**config.mk**
```make
export PLATFORM = sky130hd
export DESIGN_NAME = eth_tx_top
export DESIGN_NICKNAME = d
export VERILOG_FILES = /design/src/design/eth_tx_pkg.sv /design/src/design/eth_tx_top.sv /design/src/design/eth_tx_fcs.sv /design/src/design/eth_tx_mux.sv /design/src/design/eth_tx_queue.sv /design/src/design/eth_tx_loader.sv
export SDC_FILE = /design/constraint.sdc
export NUM_CORES = 2
export LEC_CHECK = 0
export ABC_AREA = 0
export BUFFER_PORTS_ARGS = -buffer_cell sky130_fd_sc_hd__buf_2
export CAP_MARGIN = 20
export CORE_UTILIZATION = 57
export DETAILED_ROUTE_END_ITERATION = 7
export PLACE_DENSITY = 0.74
export SETUP_SLACK_MARGIN = 0.1
export SYNTH_ARGS = -nofsm -noshare
export SYNTH_HDL_FRONTEND = slang
export SYNTH_SLANG_ARGS = --single-unit
```
**constraint.sdc**
```tcl
create_clock -name clk -period 3.4 [get_ports clk]
set_clock_uncertainty 0.2 [all_clocks]
set_input_delay 0.68 -clock clk [delete_from_list [all_inputs] [get_ports clk]]
set_output_delay 0.68 -clock clk [all_outputs]
set_load 0.01 [all_outputs]
```
**src/design/eth_tx_pkg.sv**
```systemverilog
`default_nettype none

package eth_tx_pkg;

  localparam int N_CHAN      = 3;
  localparam int QUEUE_DEPTH = 64;  // Longest frame body in bytes

  typedef logic [7:0]                           byte_t;
  typedef logic [15:0]                          meta_t;   // EtherType or similar
  typedef logic [$clog2(N_CHAN)-1:0]            chan_t;
  typedef logic [N_CHAN-1:0]                    chan_vec_t;
  typedef logic [$clog2(QUEUE_DEPTH)-1:0]       qaddr_t;
  typedef logic [$clog2(QUEUE_DEPTH+1)-1:0]     qlen_t;   // 0 to QUEUE_DEPTH
  typedef logic [31:0]                          crc_t;

  // Reflected form of 0x04C11DB7
  localparam crc_t CRC_POLY = 32'hEDB8_8320;
  localparam crc_t CRC_INIT = 32'hFFFF_FFFF;

  typedef enum logic [1:0] {
    Q_FILL,    // Accepting writes
    Q_READY,   // Frame complete, waiting for req
    Q_STREAM   // First byte sent
  } queue_state_t;

  typedef enum logic {
    MUX_IDLE,
    MUX_ACTIVE
  } mux_state_t;

  typedef enum logic [1:0] {
    FCS_IDLE,
    FCS_BODY,
    FCS_APPEND  // Four CRC bytes
  } fcs_state_t;

endpackage

`default_nettype wire
```
**src/design/eth_tx_top.sv**
```systemverilog
`default_nettype none

module eth_tx_top (
  input  logic                  clk,
  input  logic                  rst,
  input  logic                  wr_en,
  input  eth_tx_pkg::chan_t     wr_chan,
  input  eth_tx_pkg::byte_t     wr_dat,
  input  eth_tx_pkg::meta_t     wr_meta,
  input  logic                  wr_last,
  input  logic                  tx_en,
  output eth_tx_pkg::chan_vec_t q_busy,
  output logic                  load_err,
  output eth_tx_pkg::byte_t     tx_dat,
  output logic                  tx_val,
  output logic                  tx_sof,
  output logic                  tx_eof,
  output eth_tx_pkg::meta_t     tx_meta
);

  import eth_tx_pkg::*;

  // Loader to queues
  chan_vec_t q_wr;
  byte_t     q_dat;
  meta_t     q_meta;
  logic      q_last;

  // Queues to mux
  byte_t [N_CHAN-1:0] ch_dat;
  meta_t [N_CHAN-1:0] ch_meta;
  chan_vec_t          ch_val;
  chan_vec_t          ch_sof;
  chan_vec_t          ch_eof;
  chan_vec_t          ch_rdy;
  chan_vec_t          ch_req;

  // Mux to FCS
  byte_t dat_mux;
  meta_t meta_mux;
  logic  val_mux;
  logic  sof_mux;
  logic  eof_mux;
  logic  rdy_mux;
  logic  req_mux;

  eth_tx_loader u_loader (
    .clk      (clk),
    .rst      (rst),
    .wr_en    (wr_en),
    .wr_chan  (wr_chan),
    .wr_dat   (wr_dat),
    .wr_meta  (wr_meta),
    .wr_last  (wr_last),
    .q_wr     (q_wr),
    .q_dat    (q_dat),
    .q_meta   (q_meta),
    .q_last   (q_last),
    .load_err (load_err)
  );

  for (genvar i = 0; i < N_CHAN; i++) begin : g_queue
    eth_tx_queue u_queue (
      .clk     (clk),
      .rst     (rst),
      .wr      (q_wr[i]),
      .wr_dat  (q_dat),
      .wr_meta (q_meta),
      .wr_last (q_last),
      .req     (ch_req[i]),
      .busy    (q_busy[i]),
      .dat     (ch_dat[i]),
      .val     (ch_val[i]),
      .sof     (ch_sof[i]),
      .eof     (ch_eof[i]),
      .rdy     (ch_rdy[i]),
      .meta    (ch_meta[i])
    );
  end

  eth_tx_mux u_mux (
    .clk      (clk),
    .rst      (rst),
    .dat      (ch_dat),
    .val      (ch_val),
    .sof      (ch_sof),
    .eof      (ch_eof),
    .rdy      (ch_rdy),
    .meta     (ch_meta),
    .req_mux  (req_mux),
    .req      (ch_req),
    .dat_mux  (dat_mux),
    .val_mux  (val_mux),
    .sof_mux  (sof_mux),
    .eof_mux  (eof_mux),
    .rdy_mux  (rdy_mux),
    .meta_mux (meta_mux)
  );

  eth_tx_fcs u_fcs (
    .clk      (clk),
    .rst      (rst),
    .tx_en    (tx_en),
    .dat_mux  (dat_mux),
    .val_mux  (val_mux),
    .sof_mux  (sof_mux),
    .eof_mux  (eof_mux),
    .rdy_mux  (rdy_mux),
    .meta_mux (meta_mux),
    .req_mux  (req_mux),
    .tx_dat   (tx_dat),
    .tx_val   (tx_val),
    .tx_sof   (tx_sof),
    .tx_eof   (tx_eof),
    .tx_meta  (tx_meta)
  );

endmodule

`default_nettype wire

```
**src/design/eth_tx_fcs.sv**
```systemverilog
`default_nettype none

module eth_tx_fcs (
  input  logic              clk,
  input  logic              rst,
  input  logic              tx_en,
  input  eth_tx_pkg::byte_t dat_mux,
  input  logic              val_mux,
  input  logic              sof_mux,
  input  logic              eof_mux,
  input  logic              rdy_mux,
  input  eth_tx_pkg::meta_t meta_mux,
  output logic              req_mux,
  output eth_tx_pkg::byte_t tx_dat,
  output logic              tx_val,
  output logic              tx_sof,
  output logic              tx_eof,
  output eth_tx_pkg::meta_t tx_meta
);

  import eth_tx_pkg::*;

  fcs_state_t state;
  crc_t       crc;
  crc_t       fcs;
  logic [1:0] fcs_cnt;  // FCS byte index, low byte first

  // One byte of reflected CRC-32, LSB first
  function automatic crc_t crc_update(crc_t c, byte_t d);
    crc_t r;
    r = c ^ {24'h0, d};
    for (int k = 0; k < 8; k++)
      r = r[0] ? ((r >> 1) ^ CRC_POLY) : (r >> 1);
    return r;
  endfunction

  assign fcs = ~crc;

  always_ff @(posedge clk) begin
    if (rst) begin
      state   <= FCS_IDLE;
      req_mux <= 1'b0;
      fcs_cnt <= '0;
      tx_val  <= 1'b0;
      tx_sof  <= 1'b0;
      tx_eof  <= 1'b0;
    end else begin
      tx_val <= 1'b0;
      tx_sof <= 1'b0;
      tx_eof <= 1'b0;
      case (state)
        FCS_IDLE: begin
          if (rdy_mux && tx_en) begin  // tx_en only gates the start
            state   <= FCS_BODY;
            req_mux <= 1'b1;
          end
        end
        FCS_BODY: begin
          tx_val <= val_mux;
          tx_sof <= val_mux && sof_mux;
          if (val_mux && eof_mux) begin
            req_mux <= 1'b0;
            fcs_cnt <= '0;
            state   <= FCS_APPEND;
          end
        end
        FCS_APPEND: begin
          tx_val  <= 1'b1;
          tx_eof  <= (fcs_cnt == 2'd3);
          fcs_cnt <= fcs_cnt + 1'b1;
          if (fcs_cnt == 2'd3)
            state <= FCS_IDLE;
        end
        default: state <= FCS_IDLE;
      endcase
    end
  end

  always_ff @(posedge clk) begin
    case (state)
      FCS_IDLE: crc <= CRC_INIT;
      FCS_BODY: begin
        if (val_mux) begin
          crc    <= crc_update(crc, dat_mux);
          tx_dat <= dat_mux;
        end
      end
      FCS_APPEND: tx_dat <= fcs[{fcs_cnt, 3'b000} +: 8];
      default: crc <= CRC_INIT;
    endcase
    if ((state == FCS_BODY) && val_mux && sof_mux)
      tx_meta <= meta_mux;  // Held through the FCS bytes
  end

  a_sof_eof_apart : assert property (@(posedge clk) disable iff (rst) !(tx_sof && tx_eof))
    else $error("tx_sof and tx_eof on the same byte");

endmodule

`default_nettype wire

```
**src/design/eth_tx_mux.sv**
```systemverilog
`default_nettype none

module eth_tx_mux (
  input  logic                                        clk,
  input  logic                                        rst,
  input  eth_tx_pkg::byte_t [eth_tx_pkg::N_CHAN-1:0]  dat,
  input  eth_tx_pkg::chan_vec_t                       val,
  input  eth_tx_pkg::chan_vec_t                       sof,
  input  eth_tx_pkg::chan_vec_t                       eof,
  input  eth_tx_pkg::chan_vec_t                       rdy,
  input  eth_tx_pkg::meta_t [eth_tx_pkg::N_CHAN-1:0]  meta,
  input  logic                                        req_mux,
  output eth_tx_pkg::chan_vec_t                       req,
  output eth_tx_pkg::byte_t                           dat_mux,
  output logic                                        val_mux,
  output logic                                        sof_mux,
  output logic                                        eof_mux,
  output logic                                        rdy_mux,
  output eth_tx_pkg::meta_t                           meta_mux
);

  import eth_tx_pkg::*;

  mux_state_t state;
  chan_vec_t  cur_rdy;  // Ready vector frozen in idle
  chan_vec_t  sel_vec;
  chan_t      sel;
  logic       sel_eof;
  logic       req_on;

  // Highest set bit of the latched vector wins
  always_comb begin
    sel     = '0;
    sel_vec = '0;
    for (int i = 0; i < N_CHAN; i++) begin
      if (cur_rdy[i]) begin
        sel        = chan_t'(i);
        sel_vec    = '0;
        sel_vec[i] = 1'b1;
      end
    end
  end

  assign sel_eof = val[sel] && eof[sel];

  // Stop requesting once the last byte is seen, so a refilled queue is not read early
  assign req_on = (state == MUX_ACTIVE) && req_mux && !sel_eof && !eof_mux;

  always_ff @(posedge clk) begin
    if (rst) begin
      state   <= MUX_IDLE;
      cur_rdy <= '0;
      req     <= '0;
      val_mux <= 1'b0;
      sof_mux <= 1'b0;
      eof_mux <= 1'b0;
      rdy_mux <= 1'b0;
    end else begin
      req <= req_on ? sel_vec : '0;
      case (state)
        MUX_IDLE: begin
          cur_rdy <= rdy;
          val_mux <= 1'b0;
          sof_mux <= 1'b0;
          eof_mux <= 1'b0;
          rdy_mux <= 1'b0;
          if (rdy != '0)
            state <= MUX_ACTIVE;
        end
        MUX_ACTIVE: begin
          val_mux <= val[sel];
          sof_mux <= val[sel] && sof[sel];
          eof_mux <= sel_eof;
          if (eof_mux) begin
            state   <= MUX_IDLE;
            rdy_mux <= 1'b0;
            cur_rdy <= '0;
          end else begin
            rdy_mux <= (cur_rdy != '0);
            if (!req_mux)
              cur_rdy <= rdy;  // Re-arbitrate until the FCS stage asks for data
          end
        end
        default: state <= MUX_IDLE;
      endcase
    end
  end

  always_ff @(posedge clk) begin
    dat_mux  <= dat[sel];
    meta_mux <= meta[sel];
  end

  a_req_onehot : assert property (@(posedge clk) disable iff (rst) $onehot0(req))
    else $error("mux requests more than one queue");

endmodule

`default_nettype wire

```
**src/design/eth_tx_queue.sv**
```systemverilog
`default_nettype none

module eth_tx_queue (
  input  logic              clk,
  input  logic              rst,
  input  logic              wr,
  input  eth_tx_pkg::byte_t wr_dat,
  input  eth_tx_pkg::meta_t wr_meta,
  input  logic              wr_last,
  input  logic              req,
  output logic              busy,
  output eth_tx_pkg::byte_t dat,
  output logic              val,
  output logic              sof,
  output logic              eof,
  output logic              rdy,
  output eth_tx_pkg::meta_t meta
);

  import eth_tx_pkg::*;

  byte_t        mem [QUEUE_DEPTH];
  queue_state_t state;
  qlen_t        len;      // Bytes stored
  qaddr_t       rd_ptr;
  logic         wr_ok;
  logic         rd_ok;
  logic         last_rd;

  // Writes past the buffer end are dropped
  assign wr_ok   = wr && (state == Q_FILL) && (len < qlen_t'(QUEUE_DEPTH));
  assign rd_ok   = req && (state != Q_FILL);
  assign last_rd = (qlen_t'(rd_ptr) == len - 1'b1);

  assign busy = (state != Q_FILL);                         // Host must not write
  assign rdy  = (state == Q_READY) || (state == Q_STREAM); // Level until eof leaves

  always_ff @(posedge clk) begin
    if (rst) begin
      state  <= Q_FILL;
      len    <= '0;
      rd_ptr <= '0;
      val    <= 1'b0;
      sof    <= 1'b0;
      eof    <= 1'b0;
    end else begin
      val <= 1'b0;
      sof <= 1'b0;
      eof <= 1'b0;
      case (state)
        Q_FILL: begin
          if (wr_ok)
            len <= len + 1'b1;
          if (wr && wr_last)
            state <= Q_READY;
        end
        Q_READY, Q_STREAM: begin
          if (req) begin
            val    <= 1'b1;
            sof    <= (state == Q_READY);
            eof    <= last_rd;
            rd_ptr <= rd_ptr + 1'b1;
            state  <= Q_STREAM;
            if (last_rd) begin
              // Frame gone, buffer free again
              state  <= Q_FILL;
              len    <= '0;
              rd_ptr <= '0;
            end
          end
        end
        default: state <= Q_FILL;
      endcase
    end
  end

  always_ff @(posedge clk) begin
    if (wr_ok)
      mem[qaddr_t'(len)] <= wr_dat;
    if (wr && (state == Q_FILL))
      meta <= wr_meta;
    if (rd_ok)
      dat <= mem[rd_ptr];  // Holds while req is low
  end

  a_val_after_req : assert property (@(posedge clk) disable iff (rst) val |-> $past(req))
    else $error("queue output valid without a request");

endmodule

`default_nettype wire

```
**src/design/eth_tx_loader.sv**
```systemverilog
`default_nettype none

module eth_tx_loader (
  input  logic                  clk,
  input  logic                  rst,
  input  logic                  wr_en,
  input  eth_tx_pkg::chan_t     wr_chan,
  input  eth_tx_pkg::byte_t     wr_dat,
  input  eth_tx_pkg::meta_t     wr_meta,
  input  logic                  wr_last,
  output eth_tx_pkg::chan_vec_t q_wr,
  output eth_tx_pkg::byte_t     q_dat,
  output eth_tx_pkg::meta_t     q_meta,
  output logic                  q_last,
  output logic                  load_err
);

  import eth_tx_pkg::*;

  logic  frame_open;  // Between opening byte and wr_last
  chan_t cur_chan;
  meta_t cur_meta;
  logic  mismatch;
  logic  err_d;

  // Byte of an open frame aimed at another channel
  assign mismatch = frame_open && (wr_chan != cur_chan);

  always_ff @(posedge clk) begin
    if (rst) begin
      frame_open <= 1'b0;
      q_wr       <= '0;
      err_d      <= 1'b0;
      load_err   <= 1'b0;
    end else begin
      q_wr     <= '0;
      err_d    <= wr_en && mismatch;
      load_err <= err_d;  // Second stage of error pulse
      if (wr_en && !mismatch) begin
        // Matches cur_chan once open; out of range channel gives no strobe
        q_wr       <= chan_vec_t'(1) << wr_chan;
        frame_open <= !wr_last;
      end
    end
  end

  always_ff @(posedge clk) begin
    if (wr_en && !frame_open) begin
      cur_chan <= wr_chan;
      cur_meta <= wr_meta;
    end
    q_dat  <= wr_dat;
    q_meta <= frame_open ? cur_meta : wr_meta;
    q_last <= wr_last;
  end

  a_q_wr_onehot : assert property (@(posedge clk) disable iff (rst) $onehot0(q_wr))
    else $error("loader write strobe hits more than one queue");

endmodule

`default_nettype wire

```
# After elaboration in Yosys (flattened, before gate mapping)
# Memory sizes are Yosys's and may differ from the RTL's. A register that Yosys moved wholly into a read port is not among the register bits.
# Cells that the tools add are included.
# op_classes
add_sub_neg,10
n_lt_le_gt_ge,4
n_eq_ne,30
shift,2
muxes,85
bitwise_logic,21
n_reduce_logical,77
# ops
cell,count
32-bit two-way mux,9
13-bit NOT with 14-bit output,8
32-bit one-hot mux with 2 select lines,1
7-bit two-way mux,9
7-bit one-hot mux with 2 select lines,3
16-bit binary-select mux with 2-bit select,1
16-bit two-way mux,2
32-bit NOT,1
32-bit by 6-bit variable part select with 8-bit output,1
32-bit by 8-bit XOR with 32-bit output,1
2-bit two-way mux,14
1-bit logical AND,26
"2-bit by 1-bit inequality test with 1-bit output, second input constant",12
"7-bit by 1-bit adder with 7-bit output, second input constant",3
6-bit by 7-bit == test with 1-bit output,3
"7-bit less-than comparator, second input constant",3
"7-bit by 1-bit subtractor with 7-bit output, second input constant",3
2-bit OR reduction,10
1-bit two-way mux,19
"6-bit by 1-bit adder with 6-bit output, second input constant",3
6-bit two-way mux,3
2-bit AND reduction,9
8-bit binary-select mux with 2-bit select,1
8-bit two-way mux,2
other kinds (25),82
# totals
regBits,250
ram_bits,1536
inputBits,31
out_inout_bits,31
word_cells,282
n_memories,3
# mem_list
name,depth,word_bits,read_ports,rd_ports_with_merged_regs,write_ports,line_no,source
g_queue[0].u_queue.mem,64,8,1,1,1,eth_tx_queue.sv:22,byte_t mem [QUEUE_DEPTH];
g_queue[1].u_queue.mem,64,8,1,1,1,eth_tx_queue.sv:22,
g_queue[2].u_queue.mem,64,8,1,1,1,eth_tx_queue.sv:22,

# Logic depth before layout (Yosys ltp)
# depth
word_depth,19
ltp_mapped,9
mapped_depth_nobuf,8

# Hierarchy
# A second synthesis with hierarchy kept.
# unflattened
hier_cells,3827
area_unflattened_um2,71811.4
# by_module_without_submodules
mod,n_inst,cells_per_inst,area_each_um2,seq_area_each_um2
eth_tx_queue (g_queue[0].u_queue),1,1145,21922.3,16455.8
eth_tx_queue (g_queue[1].u_queue),1,1120,21859.7,16455.8
eth_tx_queue (g_queue[2].u_queue),1,1103,21692.1,16455.8
eth_tx_fcs,1,226,3418.3,1841.8
eth_tx_mux,1,152,1472.7,700.7
eth_tx_loader,1,81,1446.4,1161.1

# Least setup slack after synthesis
# OpenSTA, ideal clock, no wires.
# synth_timing
kind,register -> register
startpoint,register u_loader.q_dat[0]
endpoint,"memory g_queue[0].u_queue.mem[0][0] (netlist bit), data pin"
setup_time_ps,689
arrival_time_ps,2602
t_required_ps,2511
slack_ps,-92
stages_incl_launch_ff,1
path_buffers,0
synth_period_minus_slack_ps,3492
path_cell_list,dfxtp_1
# synth_lines
element,line_no,source
"start, declared",eth_tx_loader.sv:12,"output eth_tx_pkg::byte_t q_dat,"
"start signal, assigned",eth_tx_loader.sv:52,q_dat <= wr_dat;
"end, declared",eth_tx_queue.sv:22,
# Straight into the memory's write port.

==> run metrics <==
status=completed; Final Power=between 0.04 and 0.05 W; FF+latch count, synth=1810; CTS tree=yes; Layout fillers=7828; Total Routing Usage GR=about 25%; CTS clk-pin slew, worst paths=about 0.06 ns; # nets final=roughly 3.9k; root buf cell=clkbuf_16; post-synthesis sequential area ratio=about three quarters; Crit. Startpoint=g_queue[2].u_queue.rd_ptr[0]$_SDFFE_PP0P_; length of the first detailed-routing pass in iterations=5; MaxCap Viol Count=0; routability cong.=around 0.87; power density over the cells=roughly 550 nW/µm²; Post-DP HPWL=between 90000 and 100000 µm; P&R area growth vs syn=14.3%; I/O Buffers=just over 60; Reg area=53100 µm²; worst slew pin tran=0.932 ns; vias post-DR=roughly 35k; total congestion overflow=0; CTS Buf Count=about 180; die width=354 µm; min-delay src=tx_en; H-tree depth=4; dominant synthesized flop cell=edfxtp_1; Multi-input gate area=between 15000 and 20000 µm²; setup ws final=0.356 ns; # IOs=62; Fin. Hold Viols=0; Worst Setup Start Kind=register; Max transition margin=37.7%; Die Ht=between 300 and 400 µm; Max clock buf depth=3; Ys Warns=0; Place WS=around 0.33 ns; Post-synth EDFFs=between 1.5k and 2k; CP arrival=roughly 3.4 ns; wire per inst=roughly 28 µm; Via density=roughly 6.2; critical path fanouts, max=32; worst-skew pair later-pin latency=roughly 0.80 ns; reg-to-reg startpoint=g_queue[2].u_queue.rd_ptr[0]$_SDFFE_PP0P_; Cells after Synth=roughly 3.4k; DRC=0; Pleak=roughly 25 nW; most frequent cells in the layout=edfxtp_1 (1682), mux4_2 (488), nor2_1 (270), buf_4 (268), clkbuf_16 (180); drt total wl=about 150000 µm; ANT cells=0; Placeable Area=122000 µm²; post-cts sizing count=0; die area=125000 µm²; layout cells sized above 1=between 20% and 30%; synth unique cells=65; Syn Nets=roughly 3.5k; Max Freq=about 330 MHz; CP required=~3.7 ns; largest net degree at the start of global routing=89; fin crit share=89.5%; antenna violations before repair=1; first-pass GRT wire length=around 230000 µm; vias in the first global route=35.4k; Iter 0 DRT Violations=4097; clock tree sinks=between 1.5k and 2k; critical path endpoint category=register; Slew Viols, Final=0; Crit Path Class=reg -> reg; Mapped Area=between 70000 and 80000 µm²; Setup TNS Final=0 ns; Syn Area/Cell=~20 µm²; Final Setup Violations=0; Final min period=just over 3 ns; RSZ-0062 raised after global routing=false; worst hold-check path type=in -> reg; Final ANT Viol Nets=0; Worst VDD drop=between 0.0005 and 0.0006 V; row count=~130; Starting Density=slightly below 60%; most common cell after layout, fill and taps aside=edfxtp_1; Post-synth ARST share=0%
## cell type report
type,count,area share [%]
Clock buffer,222,5.82
Clock inverter,98,1.12
Inverter,32,0.149
Multi-Input combinational cell,1410,20.5
Sequential cell,1810,65.9
Tap cell,1625,2.52
Timing Repair Buffer,389,4.01
## cell usage after synthesis, types with 12 or more instances
library cell     n  area (µm²)
inv_1           31         116
nor3_1          26         130
and3_1          12        75.1
a21oi_1         46         230
mux2_2          31         349
nor2_1         270        1010
mux4_2         488       11000
o22ai_1         15        93.8
nand2_1        133         499
edfxtp_1      1682       50500
mux2i_1         46         460
xnor2_1         60         526
nand3_1         19        95.1
xor2_1          44         385
buf_1           32         120
buf_2           45         225
clkbuf_1        95         357
dfxtp_1        128        2560
ha_1            22         275
o21ai_1         15        75.1
o21ai_0         42         210
nor2b_1         14        87.6
## critical path, stage by stage (launching register included)
cell and delay, ns:
dfxtp_4 0.57, buf_12 0.31, mux4_2 0.57, mux4_2 0.48
nor2b_1 0.18, a211oi_1 0.39, a21oi_1 0.08
## power breakdown
group | internal, W | switching (W)
registers | 0.0245 | 0.000186
logic | 0.000412 | 0.000702
clock network | 0.0108 | 0.00816
## state kept, by name (all words and copies together), names as in the netlist, 18 cells and up
name and cells:
g_queue.u_queue.dat 24, g_queue.u_queue.len 21, g_queue.u_queue.mem 1536, g_queue.u_queue.meta 48, g_queue.u_queue.rd_ptr 18, u_fcs.crc 32
## timing repair
| action | 4_1_cts | 5_1_grt |
|---|---|---|
| hold endpoints to repair | 48 | 0 |
| setup buffers | 0 | 0 |
| hold buffers | 28 | 0 |
## cell families (layout without fill, tap and decap cells)
logic type | after synthesis | after routing | synth area share [%]
DFF | 1810 | 1810 | 75.2
xor gates and xnor gates | 112 | 112 | 1.50
buffers and inverters | 218 | 741 | 1.35
muxes | 565 | 565 | 16.7
adders and majority gates | 22 | 22 | 0.390
and+or+nand+nor | 541 | 541 | 3.38
AOI/OAI and AO/OA | 170 | 170 | 1.46
## per-stage QoR
stage          std cells  util (%)  area [µm²]  hold WS [ns]
3_5_place_dp        5238      61.1       74800         0.189
4_1_cts             5586      65.9       80700         0.124
3_3_place_gp        5238      61.1       74800         0.187
6_report            5586      65.9       80700         0.180
5_1_grt             5586      65.9       80700         0.207
2_1_floorplan       3438         -       70600         0.186
## per-layer routing
metal  vias to the layer above  wire, µm  GRT usage (%)
li1                      14700         -              -
met1                     18300     63500           36.7
met2                      1620     75000           39.8
met3                       227     12300           4.31
met4                         0      3580           7.13
met5                         -         0              0
## path summary, 6_finish.rpt
check / slack (ns) / depth (start not counted) / to
worst min register to register: 0.20 / 0 / u_fcs.tx_meta[13]$_DFFE_PP_
worst max-delay path: 0.36 / 6 / g_queue[2].u_queue.dat[6]$_DFFE_PP_
worst min-delay path: 0.18 / 4 / u_fcs.req_mux$_SDFFE_PP0P_
worst max register to register: 0.36 / 6 / g_queue[2].u_queue.dat[6]$_DFFE_PP_
No activity file was read; power rests on OpenSTA's default activity.
